==> src/source/sdram_pkg.sv <==
`default_nettype none

package sdram_pkg;

	// client word address split
	localparam int bank_w = 2;
	localparam int row_w = 12;
	localparam int col_w = 8;
	localparam int addr_w = bank_w + row_w + col_w;
	localparam int data_w = 16;

	// {bank, row, col}, bank on top
	typedef logic [addr_w-1:0] sdram_addr_t;
	typedef logic [data_w-1:0] sdram_data_t;
	// one enable per byte lane
	typedef logic [data_w/8-1:0] byte_en_t;

	// encoding is the pin pattern {cs_n, ras_n, cas_n, we_n}
	typedef enum logic [3:0] {
		cmd_nop       = 4'b1111,
		cmd_active    = 4'b0011,
		cmd_read      = 4'b0101,
		cmd_write     = 4'b0100,
		cmd_precharge = 4'b0010,
		cmd_refresh   = 4'b0001,
		cmd_mode      = 4'b0000
	} sdram_cmd_t;

	typedef enum logic [3:0] {
		st_init_wait,
		st_precharge_all,
		st_init_refresh,
		st_init_gap,
		st_mode,
		st_idle,
		st_activate,
		st_rcd,
		st_read,
		st_cas_wait,
		st_capture,
		st_write,
		st_write_recover,
		st_refresh,
		st_refresh_gap
	} ctrl_state_t;

	// CL3, burst length 1, sequential
	localparam int cas_latency = 3;
	localparam logic [row_w-1:0] mode_word = 12'h030;
	localparam int init_refresh_count = 8;
	// tRP and tRC in cycles
	localparam int precharge_gap_cycles = 2;
	localparam int refresh_gap_cycles = 6;
	// write recovery plus auto precharge
	localparam int write_recover_cycles = 4;
	// A10 selects auto precharge / all banks
	localparam int ap_bit = 10;

endpackage

`default_nettype wire

==> src/source/sdram_arbiter.sv <==
`timescale 1ns/10ps
`default_nettype none

module sdram_arbiter
	import sdram_pkg::*;
(
	input  wire              sys_clk,
	input  wire              rstn,

	// client 0
	input  wire              c0_valid,
	output logic             c0_ready,
	input  wire              c0_write,
	input  wire sdram_addr_t c0_addr,
	input  wire sdram_data_t c0_wdata,
	input  wire byte_en_t    c0_be,
	output logic             c0_rvalid,
	output sdram_data_t      c0_rdata,

	// client 1
	input  wire              c1_valid,
	output logic             c1_ready,
	input  wire              c1_write,
	input  wire sdram_addr_t c1_addr,
	input  wire sdram_data_t c1_wdata,
	input  wire byte_en_t    c1_be,
	output logic             c1_rvalid,
	output sdram_data_t      c1_rdata,

	// toward the controller
	output logic             req_valid,
	input  wire              req_ready,
	output logic             req_write,
	output sdram_addr_t      req_addr,
	output sdram_data_t      req_wdata,
	output byte_en_t         req_be,
	input  wire              rsp_valid,
	input  wire sdram_data_t rsp_rdata
);

	// index of the client that won the previous grant
	logic last_grant;
	// current winner, 1 selects client 1
	logic sel;
	// client that owns the read in flight
	logic rsp_owner;
	logic accept;

	// round robin, the idle side never blocks the other
	always_comb begin
		if (c0_valid && c1_valid)
			sel = ~last_grant;
		else
			sel = c1_valid;
	end

	// request path stays combinational
	assign req_valid = c0_valid | c1_valid;
	assign req_write = sel ? c1_write : c0_write;
	assign req_addr  = sel ? c1_addr  : c0_addr;
	assign req_wdata = sel ? c1_wdata : c0_wdata;
	assign req_be    = sel ? c1_be    : c0_be;

	// loser sees ready low and holds its request
	assign c0_ready = req_ready && c0_valid && !sel;
	assign c1_ready = req_ready && c1_valid && sel;

	assign accept = req_valid && req_ready;

	always_ff @(posedge sys_clk or negedge rstn) begin
		if (!rstn) begin
			last_grant <= 1'b1;
			rsp_owner <= 1'b0;
		end else if (accept) begin
			last_grant <= sel;
			// only one access in flight, so one owner register is enough
			if (!req_write)
				rsp_owner <= sel;
		end
	end

	// response pulse goes to the owner only
	assign c0_rvalid = rsp_valid && !rsp_owner;
	assign c1_rvalid = rsp_valid && rsp_owner;
	assign c0_rdata = rsp_rdata;
	assign c1_rdata = rsp_rdata;

	// grant is exclusive
	assert property (@(posedge sys_clk) disable iff (!rstn)
		!(c0_ready && c1_ready));

endmodule

`default_nettype wire

==> src/source/sdram_controller.sv <==
`timescale 1ns/10ps
`default_nettype none

module sdram_controller
	import sdram_pkg::*;
#(
	parameter int init_wait_cycles = 10000,
	parameter int refresh_interval = 390
) (
	input  wire                sys_clk,
	input  wire                rstn,

	// request port
	input  wire                req_valid,
	output logic               req_ready,
	input  wire                req_write,
	input  wire sdram_addr_t   req_addr,
	input  wire sdram_data_t   req_wdata,
	input  wire byte_en_t      req_be,
	output logic               rsp_valid,
	output sdram_data_t        rsp_rdata,

	// sdram pins
	output logic               cs_n,
	output logic               ras_n,
	output logic               cas_n,
	output logic               we_n,
	output logic [bank_w-1:0]  ba,
	output logic [row_w-1:0]   sa,
	output byte_en_t           dqm,
	output sdram_data_t        dq_out,
	output logic               dq_oe,
	input  wire sdram_data_t   dq_in
);

	// wide enough for the power-up wait and every short gap
	localparam int wait_w = $clog2(init_wait_cycles + 16);
	localparam int ref_w = $clog2(refresh_interval + 1);
	localparam int iref_w = $clog2(init_refresh_count + 1);

	ctrl_state_t state;
	logic [wait_w-1:0] wait_cnt;
	logic [ref_w-1:0] ref_cnt;
	logic [iref_w-1:0] init_ref_cnt;
	logic refresh_due;
	logic accept;
	sdram_cmd_t cmd;

	// request held for the whole access
	logic lat_write;
	sdram_addr_t lat_addr;
	sdram_data_t lat_wdata;
	byte_en_t lat_be;
	logic [bank_w-1:0] lat_bank;
	logic [row_w-1:0] lat_row;
	logic [col_w-1:0] lat_col;

	assign lat_bank = lat_addr[addr_w-1 -: bank_w];
	assign lat_row = lat_addr[col_w +: row_w];
	assign lat_col = lat_addr[0 +: col_w];

	// refresh timer
	assign refresh_due = (ref_cnt >= ref_w'(refresh_interval));

	always_ff @(posedge sys_clk or negedge rstn) begin
		if (!rstn)
			ref_cnt <= '0;
		else if (state == st_refresh || state == st_init_refresh)
			// counts cycles since the refresh command itself
			ref_cnt <= ref_w'(1);
		else if (!refresh_due)
			// holds once due so an access cannot wrap it
			ref_cnt <= ref_cnt + 1'b1;
	end

	// refreshes issued during power-up
	always_ff @(posedge sys_clk or negedge rstn) begin
		if (!rstn)
			init_ref_cnt <= '0;
		else if (state == st_init_refresh)
			init_ref_cnt <= init_ref_cnt + 1'b1;
	end

	// accept only in idle and never ahead of a due refresh
	assign req_ready = (state == st_idle) && !refresh_due;
	assign accept = req_valid && req_ready;

	always_ff @(posedge sys_clk) begin
		if (accept) begin
			lat_write <= req_write;
			lat_addr <= req_addr;
			lat_wdata <= req_wdata;
			lat_be <= req_be;
		end
	end

	// main FSM, wait_cnt loaded on entry to each timed state
	always_ff @(posedge sys_clk or negedge rstn) begin
		if (!rstn) begin
			state <= st_init_wait;
			wait_cnt <= wait_w'(init_wait_cycles - 1);
		end else begin
			case (state)
				st_init_wait:
					if (wait_cnt == '0)
						state <= st_precharge_all;
					else
						wait_cnt <= wait_cnt - 1'b1;
				st_precharge_all: begin
					state <= st_init_gap;
					wait_cnt <= wait_w'(precharge_gap_cycles - 1);
				end
				st_init_refresh: begin
					state <= st_init_gap;
					wait_cnt <= wait_w'(refresh_gap_cycles - 1);
				end
				st_init_gap:
					if (wait_cnt != '0)
						wait_cnt <= wait_cnt - 1'b1;
					else if (init_ref_cnt == iref_w'(init_refresh_count))
						state <= st_mode;
					else
						state <= st_init_refresh;
				// tMRD is covered by the idle cycle
				st_mode:
					state <= st_idle;
				st_idle:
					if (refresh_due)
						state <= st_refresh;
					else if (accept)
						state <= st_activate;
				st_activate:
					state <= st_rcd;
				st_rcd:
					state <= lat_write ? st_write : st_read;
				st_read: begin
					state <= st_cas_wait;
					wait_cnt <= wait_w'(cas_latency - 1);
				end
				st_cas_wait:
					if (wait_cnt == '0)
						state <= st_capture;
					else
						wait_cnt <= wait_cnt - 1'b1;
				st_capture:
					state <= st_idle;
				st_write: begin
					state <= st_write_recover;
					wait_cnt <= wait_w'(write_recover_cycles - 1);
				end
				st_write_recover:
					if (wait_cnt == '0)
						state <= st_idle;
					else
						wait_cnt <= wait_cnt - 1'b1;
				st_refresh: begin
					state <= st_refresh_gap;
					wait_cnt <= wait_w'(refresh_gap_cycles - 1);
				end
				st_refresh_gap:
					if (wait_cnt == '0)
						state <= st_idle;
					else
						wait_cnt <= wait_cnt - 1'b1;
				default:
					state <= st_idle;
			endcase
		end
	end

	// read data sits on dq_in in the last CAS wait cycle
	always_ff @(posedge sys_clk) begin
		if (state == st_cas_wait && wait_cnt == '0)
			rsp_rdata <= dq_in;
	end

	assign rsp_valid = (state == st_capture);

	// command, bank and address decode
	always_comb begin
		cmd = cmd_nop;
		ba = '0;
		sa = '0;
		case (state)
			st_precharge_all: begin
				cmd = cmd_precharge;
				sa[ap_bit] = 1'b1;
			end
			st_init_refresh, st_refresh:
				cmd = cmd_refresh;
			st_mode: begin
				cmd = cmd_mode;
				sa = mode_word;
			end
			st_activate: begin
				cmd = cmd_active;
				ba = lat_bank;
				sa = lat_row;
			end
			st_read, st_write: begin
				cmd = (state == st_write) ? cmd_write : cmd_read;
				ba = lat_bank;
				sa = row_w'(lat_col);
				// auto precharge
				sa[ap_bit] = 1'b1;
			end
			default:
				cmd = cmd_nop;
		endcase
	end

	assign {cs_n, ras_n, cas_n, we_n} = cmd;

	// mask only the disabled lanes of a write
	assign dqm = (state == st_write) ? ~lat_be : '0;
	assign dq_oe = (state == st_write);
	assign dq_out = dq_oe ? lat_wdata : '0;

	// a due refresh blocks new requests
	assert property (@(posedge sys_clk) disable iff (!rstn)
		refresh_due |-> !req_ready);

	// bus driven only in the write cycle right after tRCD
	assert property (@(posedge sys_clk) disable iff (!rstn)
		dq_oe |-> (state == st_write) && ($past(state) == st_rcd));

endmodule

`default_nettype wire

==> src/source/sdram_subsystem.sv <==
`timescale 1ns/10ps
`default_nettype none

module sdram_subsystem
	import sdram_pkg::*;
#(
	parameter int init_wait_cycles = 10000,
	parameter int refresh_interval = 390
) (
	input  wire                sys_clk,
	input  wire                rstn,

	// client 0
	input  wire                c0_valid,
	output logic               c0_ready,
	input  wire                c0_write,
	input  wire sdram_addr_t   c0_addr,
	input  wire sdram_data_t   c0_wdata,
	input  wire byte_en_t      c0_be,
	output logic               c0_rvalid,
	output sdram_data_t        c0_rdata,

	// client 1
	input  wire                c1_valid,
	output logic               c1_ready,
	input  wire                c1_write,
	input  wire sdram_addr_t   c1_addr,
	input  wire sdram_data_t   c1_wdata,
	input  wire byte_en_t      c1_be,
	output logic               c1_rvalid,
	output sdram_data_t        c1_rdata,

	// sdram pins, pad handled by the chip wrapper
	output logic               cs_n,
	output logic               ras_n,
	output logic               cas_n,
	output logic               we_n,
	output logic [bank_w-1:0]  ba,
	output logic [row_w-1:0]   sa,
	output byte_en_t           dqm,
	output sdram_data_t        dq_out,
	output logic               dq_oe,
	input  wire sdram_data_t   dq_in
);

	// arbiter to controller
	logic req_valid;
	logic req_ready;
	logic req_write;
	sdram_addr_t req_addr;
	sdram_data_t req_wdata;
	byte_en_t req_be;
	logic rsp_valid;
	sdram_data_t rsp_rdata;

	sdram_arbiter arb_i (
		.sys_clk   (sys_clk),
		.rstn      (rstn),
		.c0_valid  (c0_valid),
		.c0_ready  (c0_ready),
		.c0_write  (c0_write),
		.c0_addr   (c0_addr),
		.c0_wdata  (c0_wdata),
		.c0_be     (c0_be),
		.c0_rvalid (c0_rvalid),
		.c0_rdata  (c0_rdata),
		.c1_valid  (c1_valid),
		.c1_ready  (c1_ready),
		.c1_write  (c1_write),
		.c1_addr   (c1_addr),
		.c1_wdata  (c1_wdata),
		.c1_be     (c1_be),
		.c1_rvalid (c1_rvalid),
		.c1_rdata  (c1_rdata),
		.req_valid (req_valid),
		.req_ready (req_ready),
		.req_write (req_write),
		.req_addr  (req_addr),
		.req_wdata (req_wdata),
		.req_be    (req_be),
		.rsp_valid (rsp_valid),
		.rsp_rdata (rsp_rdata)
	);

	// timing set here for the target clock
	sdram_controller #(
		.init_wait_cycles (init_wait_cycles),
		.refresh_interval (refresh_interval)
	) ctrl_i (
		.sys_clk   (sys_clk),
		.rstn      (rstn),
		.req_valid (req_valid),
		.req_ready (req_ready),
		.req_write (req_write),
		.req_addr  (req_addr),
		.req_wdata (req_wdata),
		.req_be    (req_be),
		.rsp_valid (rsp_valid),
		.rsp_rdata (rsp_rdata),
		.cs_n      (cs_n),
		.ras_n     (ras_n),
		.cas_n     (cas_n),
		.we_n      (we_n),
		.ba        (ba),
		.sa        (sa),
		.dqm       (dqm),
		.dq_out    (dq_out),
		.dq_oe     (dq_oe),
		.dq_in     (dq_in)
	);

endmodule

`default_nettype wire

==> config.mk <==
export PLATFORM = sky130hd
export DESIGN_NAME = sdram_subsystem
export DESIGN_NICKNAME = d
export VERILOG_FILES = /design/src/source/sdram_pkg.sv /design/src/source/sdram_arbiter.sv /design/src/source/sdram_controller.sv /design/src/source/sdram_subsystem.sv
export SDC_FILE = /design/constraint.sdc
export NUM_CORES = 1
export LEC_CHECK = 0
export ABC_AREA = 1
export BUFFER_PORTS_ARGS = -buffer_cell sky130_fd_sc_hd__buf_2
export CAP_MARGIN = 5
export CORE_UTILIZATION = 54
export DETAILED_ROUTE_END_ITERATION = 16
export GPL_TIMING_DRIVEN = 0
export PLACE_DENSITY = 0.86
export SETUP_SLACK_MARGIN = 0.02
export SYNTH_ARGS = -nofsm -noshare
export SYNTH_HDL_FRONTEND = slang
export SYNTH_SLANG_ARGS = --single-unit
==> constraint.sdc <==
create_clock -name sys_clk -period 5.81 [get_ports sys_clk]
set_input_delay 1.4525 -clock sys_clk [delete_from_list [all_inputs] [get_ports sys_clk]]
set_output_delay 1.4525 -clock sys_clk [all_outputs]
set_load 0.005 [all_outputs]
==> run_results.csv <==
group,metric,value,unit
status,status,"finished clean",
power_and_ir_drop,share_comb_of_total_power,6.1,%
min_path,hold_class,"flip-flop to flip-flop",
power_and_ir_drop,switchingPower,0.271,mW
drt,wl_met2,6130,um
critical_path,crit_required,4.36,ns
power_and_ir_drop,vdd_drop_max,0.132,mV
yosys,yosysMostFrequentCell,"nand2_1",
drt,wl_per_cell,12.8,um
drt,top_layer,"met4",
cells_and_area,antenna_cells,0,
drt,wl_met1,4530,um
floorplan,core,8680,sq um
clocking,cts_resized,0,
power_and_ir_drop,p_seq_share,53.5,%
grt,antenna_found_initial,0,
sta,skew,0.0169,ns
drt,viasPerCell,5.08,
clocking,clk_pin_slew,0.08,ns
yosys,synth_top_area_share,35.4,%
yosys,async_flop_share,36.7,%
cells_and_area,num-fill-cells,686,
critical_path,r2r_start,"ctrl_i.ref_cnt[0]$_DFFE_PN0P_",
yosys,netlist_area,4840,sq um
floorplan,pin_count,175,
sta,finalHoldViolCount,0,
cells_and_area,final_net_count,902,
grt,grt_pass1_wl,19600,um
power_and_ir_drop,clock_power_share,40.3,%
yosys,synth_area_leaders,"edfxtp_1, nand2_1, dfrtp_1, nor2_1, dfstp_2",
critical_path,r2r_slack,3.26,ns
sta,rsz0062_at_grt,"false",
grt,gr-total-overflow,0,
clocking,cts_tree,"yes",
clocking,cts_sinks,90,
yosys,postSynthAreaPerCell,7.95,sq um
sta,fin_crit,3.97,ns
sta,maxSlewHeadroom,42.9,%
yosys,synth_cell_types,32,
critical_path,path_max_fanout,10,
min_path,min_from,"ctrl_i.init_ref_cnt[3]$_DFFE_PN0N_",
critical_path,critPathCaptureType,"primary output",
sta,tightest_slew,0.856,ns
sta,period_share,68.3,%
grt,grt_pass1_vias,4370,
sta,fin_ws,1.84,ns
cells_and_area,finalInstanceArea,6090,sq um
placed_design,buffer_ports.inserted,174,
sta,fmax,252,MHz
critical_path,timing.rr.end,"ctrl_i.lat_addr[19]$_DFFE_PP_",
run,maxCapViolations,0,
critical_path,worst_r2r_path_depth,8,
placed_design,hpwl,8840,um
critical_path,crit_type,"primary input to primary output",
clocking,cts_buffers,9,
sta,drv_slew,0,
yosys,synth_nets,716,
cells_and_area,final_layout_size_suffix_gt1_share,29.4,%
floorplan,dieWidth,96.7,um
clocking,cts_max_level,3,
yosys,syn_inst,609,
cells_and_area,syn_to_final_growth,25.9,%
drt,drcViolationCount,0,
power_and_ir_drop,p_per_area,210,nW/um^2
power_and_ir_drop,swShare,21.2,%
placed_design,gp_congestion,0.885,
yosys,ys_top_cells_by_count,"nand2_1, nor2_1, edfxtp_1",
drt,drtIter0Drc,270,
placed_design,postPlaceCellArea,5850,sq um
floorplan,start_util,55.8,%
clocking,clockBufferDepth,2,
yosys,synth-seq-cells,90,
yosys,synth_edf_count,57,
grt,grt_max_degree,43,
clocking,ctsHoldBuffers,0,
clocking,cts_root_buf,"clkbuf_8",
clocking,post-cts-setup-buffers,0,
power_and_ir_drop,p_int,1.01,mW
drt,drtPass1Iterations,6,
sta,tns,0,ns
yosys,post-synth-top-area-cell,"edfxtp_1",
yosys,synth_seq_area_share,52.7,%
power_and_ir_drop,p_leak,3.30,nW
yosys,ys.flop_type,"edfxtp_1",
placed_design,dp_worst_setup_slack,1.84,ns
critical_path,cp.arrival,2.51,ns
floorplan,dieArea,9350,sq um
drt,antenna_left,0,
critical_path,startpoint,"c0_valid",
critical_path,crit_path_end,"c1_ready",
floorplan,die_h,96.7,um
critical_path,start_kind,"primary input",
clocking,clk_latency,0.37,ns
drt,vias,4616,
floorplan,row_count,34,
yosys,yosysWarnings,0,
drt,wl_met3,788,um
sta,setup_viol,0,
drt,wirelength,11600,um
grt,grt_util_all_layers,25.5,%
[flip-flops by register name, indices dropped and copies added (netlist names)]
name,cells
ctrl_i.rsp_rdata,16
ctrl_i.ref_cnt,9
arb_i.last_grant,1
ctrl_i.lat_wdata,16
ctrl_i.lat_addr,22
ctrl_i.init_ref_cnt,4
ctrl_i.state,4
ctrl_i.lat_write,1
ctrl_i.lat_be,2
ctrl_i.wait_cnt,14
arb_i.rsp_owner,1
[layer usage]
layer / global-route usage (%) / vias to the layer above
li1: - / 2273
met1: 30.1 / 2098
met2: 46.4 / 223
met3: 4.91 / 22
met4: 8.50 / 0
met5: 0 / -
[worst min-delay path by stage]
stage / end / depth (start not counted)
global route: ctrl_i.init_ref_cnt[3]$_DFFE_PN0N_ / 1
finish: ctrl_i.init_ref_cnt[3]$_DFFE_PN0N_ / 1
global placement: ctrl_i.init_ref_cnt[3]$_DFFE_PN0N_ / 1
detailed placement: ctrl_i.init_ref_cnt[3]$_DFFE_PN0N_ / 1
floorplan: ctrl_i.init_ref_cnt[3]$_DFFE_PN0N_ / 1
CTS: ctrl_i.init_ref_cnt[3]$_DFFE_PN0N_ / 1
[per-stage QoR]
stage	std cells	hold slack [ns]	utilization [%]	power [mW]
final	908	0.476	70.2	1.28
after global routing	908	0.481	70.2	1.32
after CTS	907	0.475	70.1	1.29
after detailed placement	891	0.456	67.4	0.778
after global placement	891	0.456	67.4	0.774
after floorplan	609	0.441	-	0.731
[logic make-up after synthesis]
kind of cell,after synthesis,synth area share [%]
AO/OA/AOI/OAI,36,4.45
XOR/XNOR,11,1.99
buffers and inverters,85,8.09
adder cells (fa/ha/maj),5,1.29
AND/OR/NAND/NOR,382,31.5
flip-flops,90,52.7
[final cells by class]
class	instances	area [sq um]	area share (%)
Multi-Input combinational cell	434	1900	31.2
Tap cell	108	135	2.22
Buffer	30	185	3.04
Inverter	55	206	3.39
Clock inverter	6	114	1.87
Timing Repair Buffer	175	878	14.4
Sequential cell	90	2550	41.8
Clock buffer	10	128	2.09
[cell usage in the layout, fill, tap and decap left out, types with 2 or more instances in the layout]
master and count:
clkbuf_8 9, nor2_4 2, o21ai_0 18, nor3_1 3
a21oi_1 7, a22o_1 6, dfstp_2 9, ha_1 5
inv_2 6, dfrtp_1 24, bufinv_16 3, nand4_1 2
nand3b_1 2, buf_4 17, clkinvlp_4 2, nor2_1 91
inv_1 49, nand2_2 2, nand3_1 30, edfxtp_1 57
nand2_1 245, buf_2 178, xor2_1 9, xnor2_1 2
clkbuf_1 9, nor2_2 3
[power groups by stage]
| stage | registers, mW | clock network, mW | logic, mW |
|---|---|---|---|
| after floorplan | 0.699 | 0 | 0.0315 |
| after global placement | 0.699 | 0 | 0.0749 |
| after detailed placement | 0.699 | 0 | 0.0785 |
| after CTS | 0.685 | 0.523 | 0.0790 |
| after global routing | 0.686 | 0.544 | 0.0896 |
| final | 0.685 | 0.516 | 0.0785 |
[critical path, stage by stage]
cell,delay [ns]
buf_2,0.10
nand2_1,0.04
nand2_1,0.24
clkbuf_1,0.42
nor2_1,0.10
buf_2,0.16
Note: power is estimated with default switching activity, not from simulation.
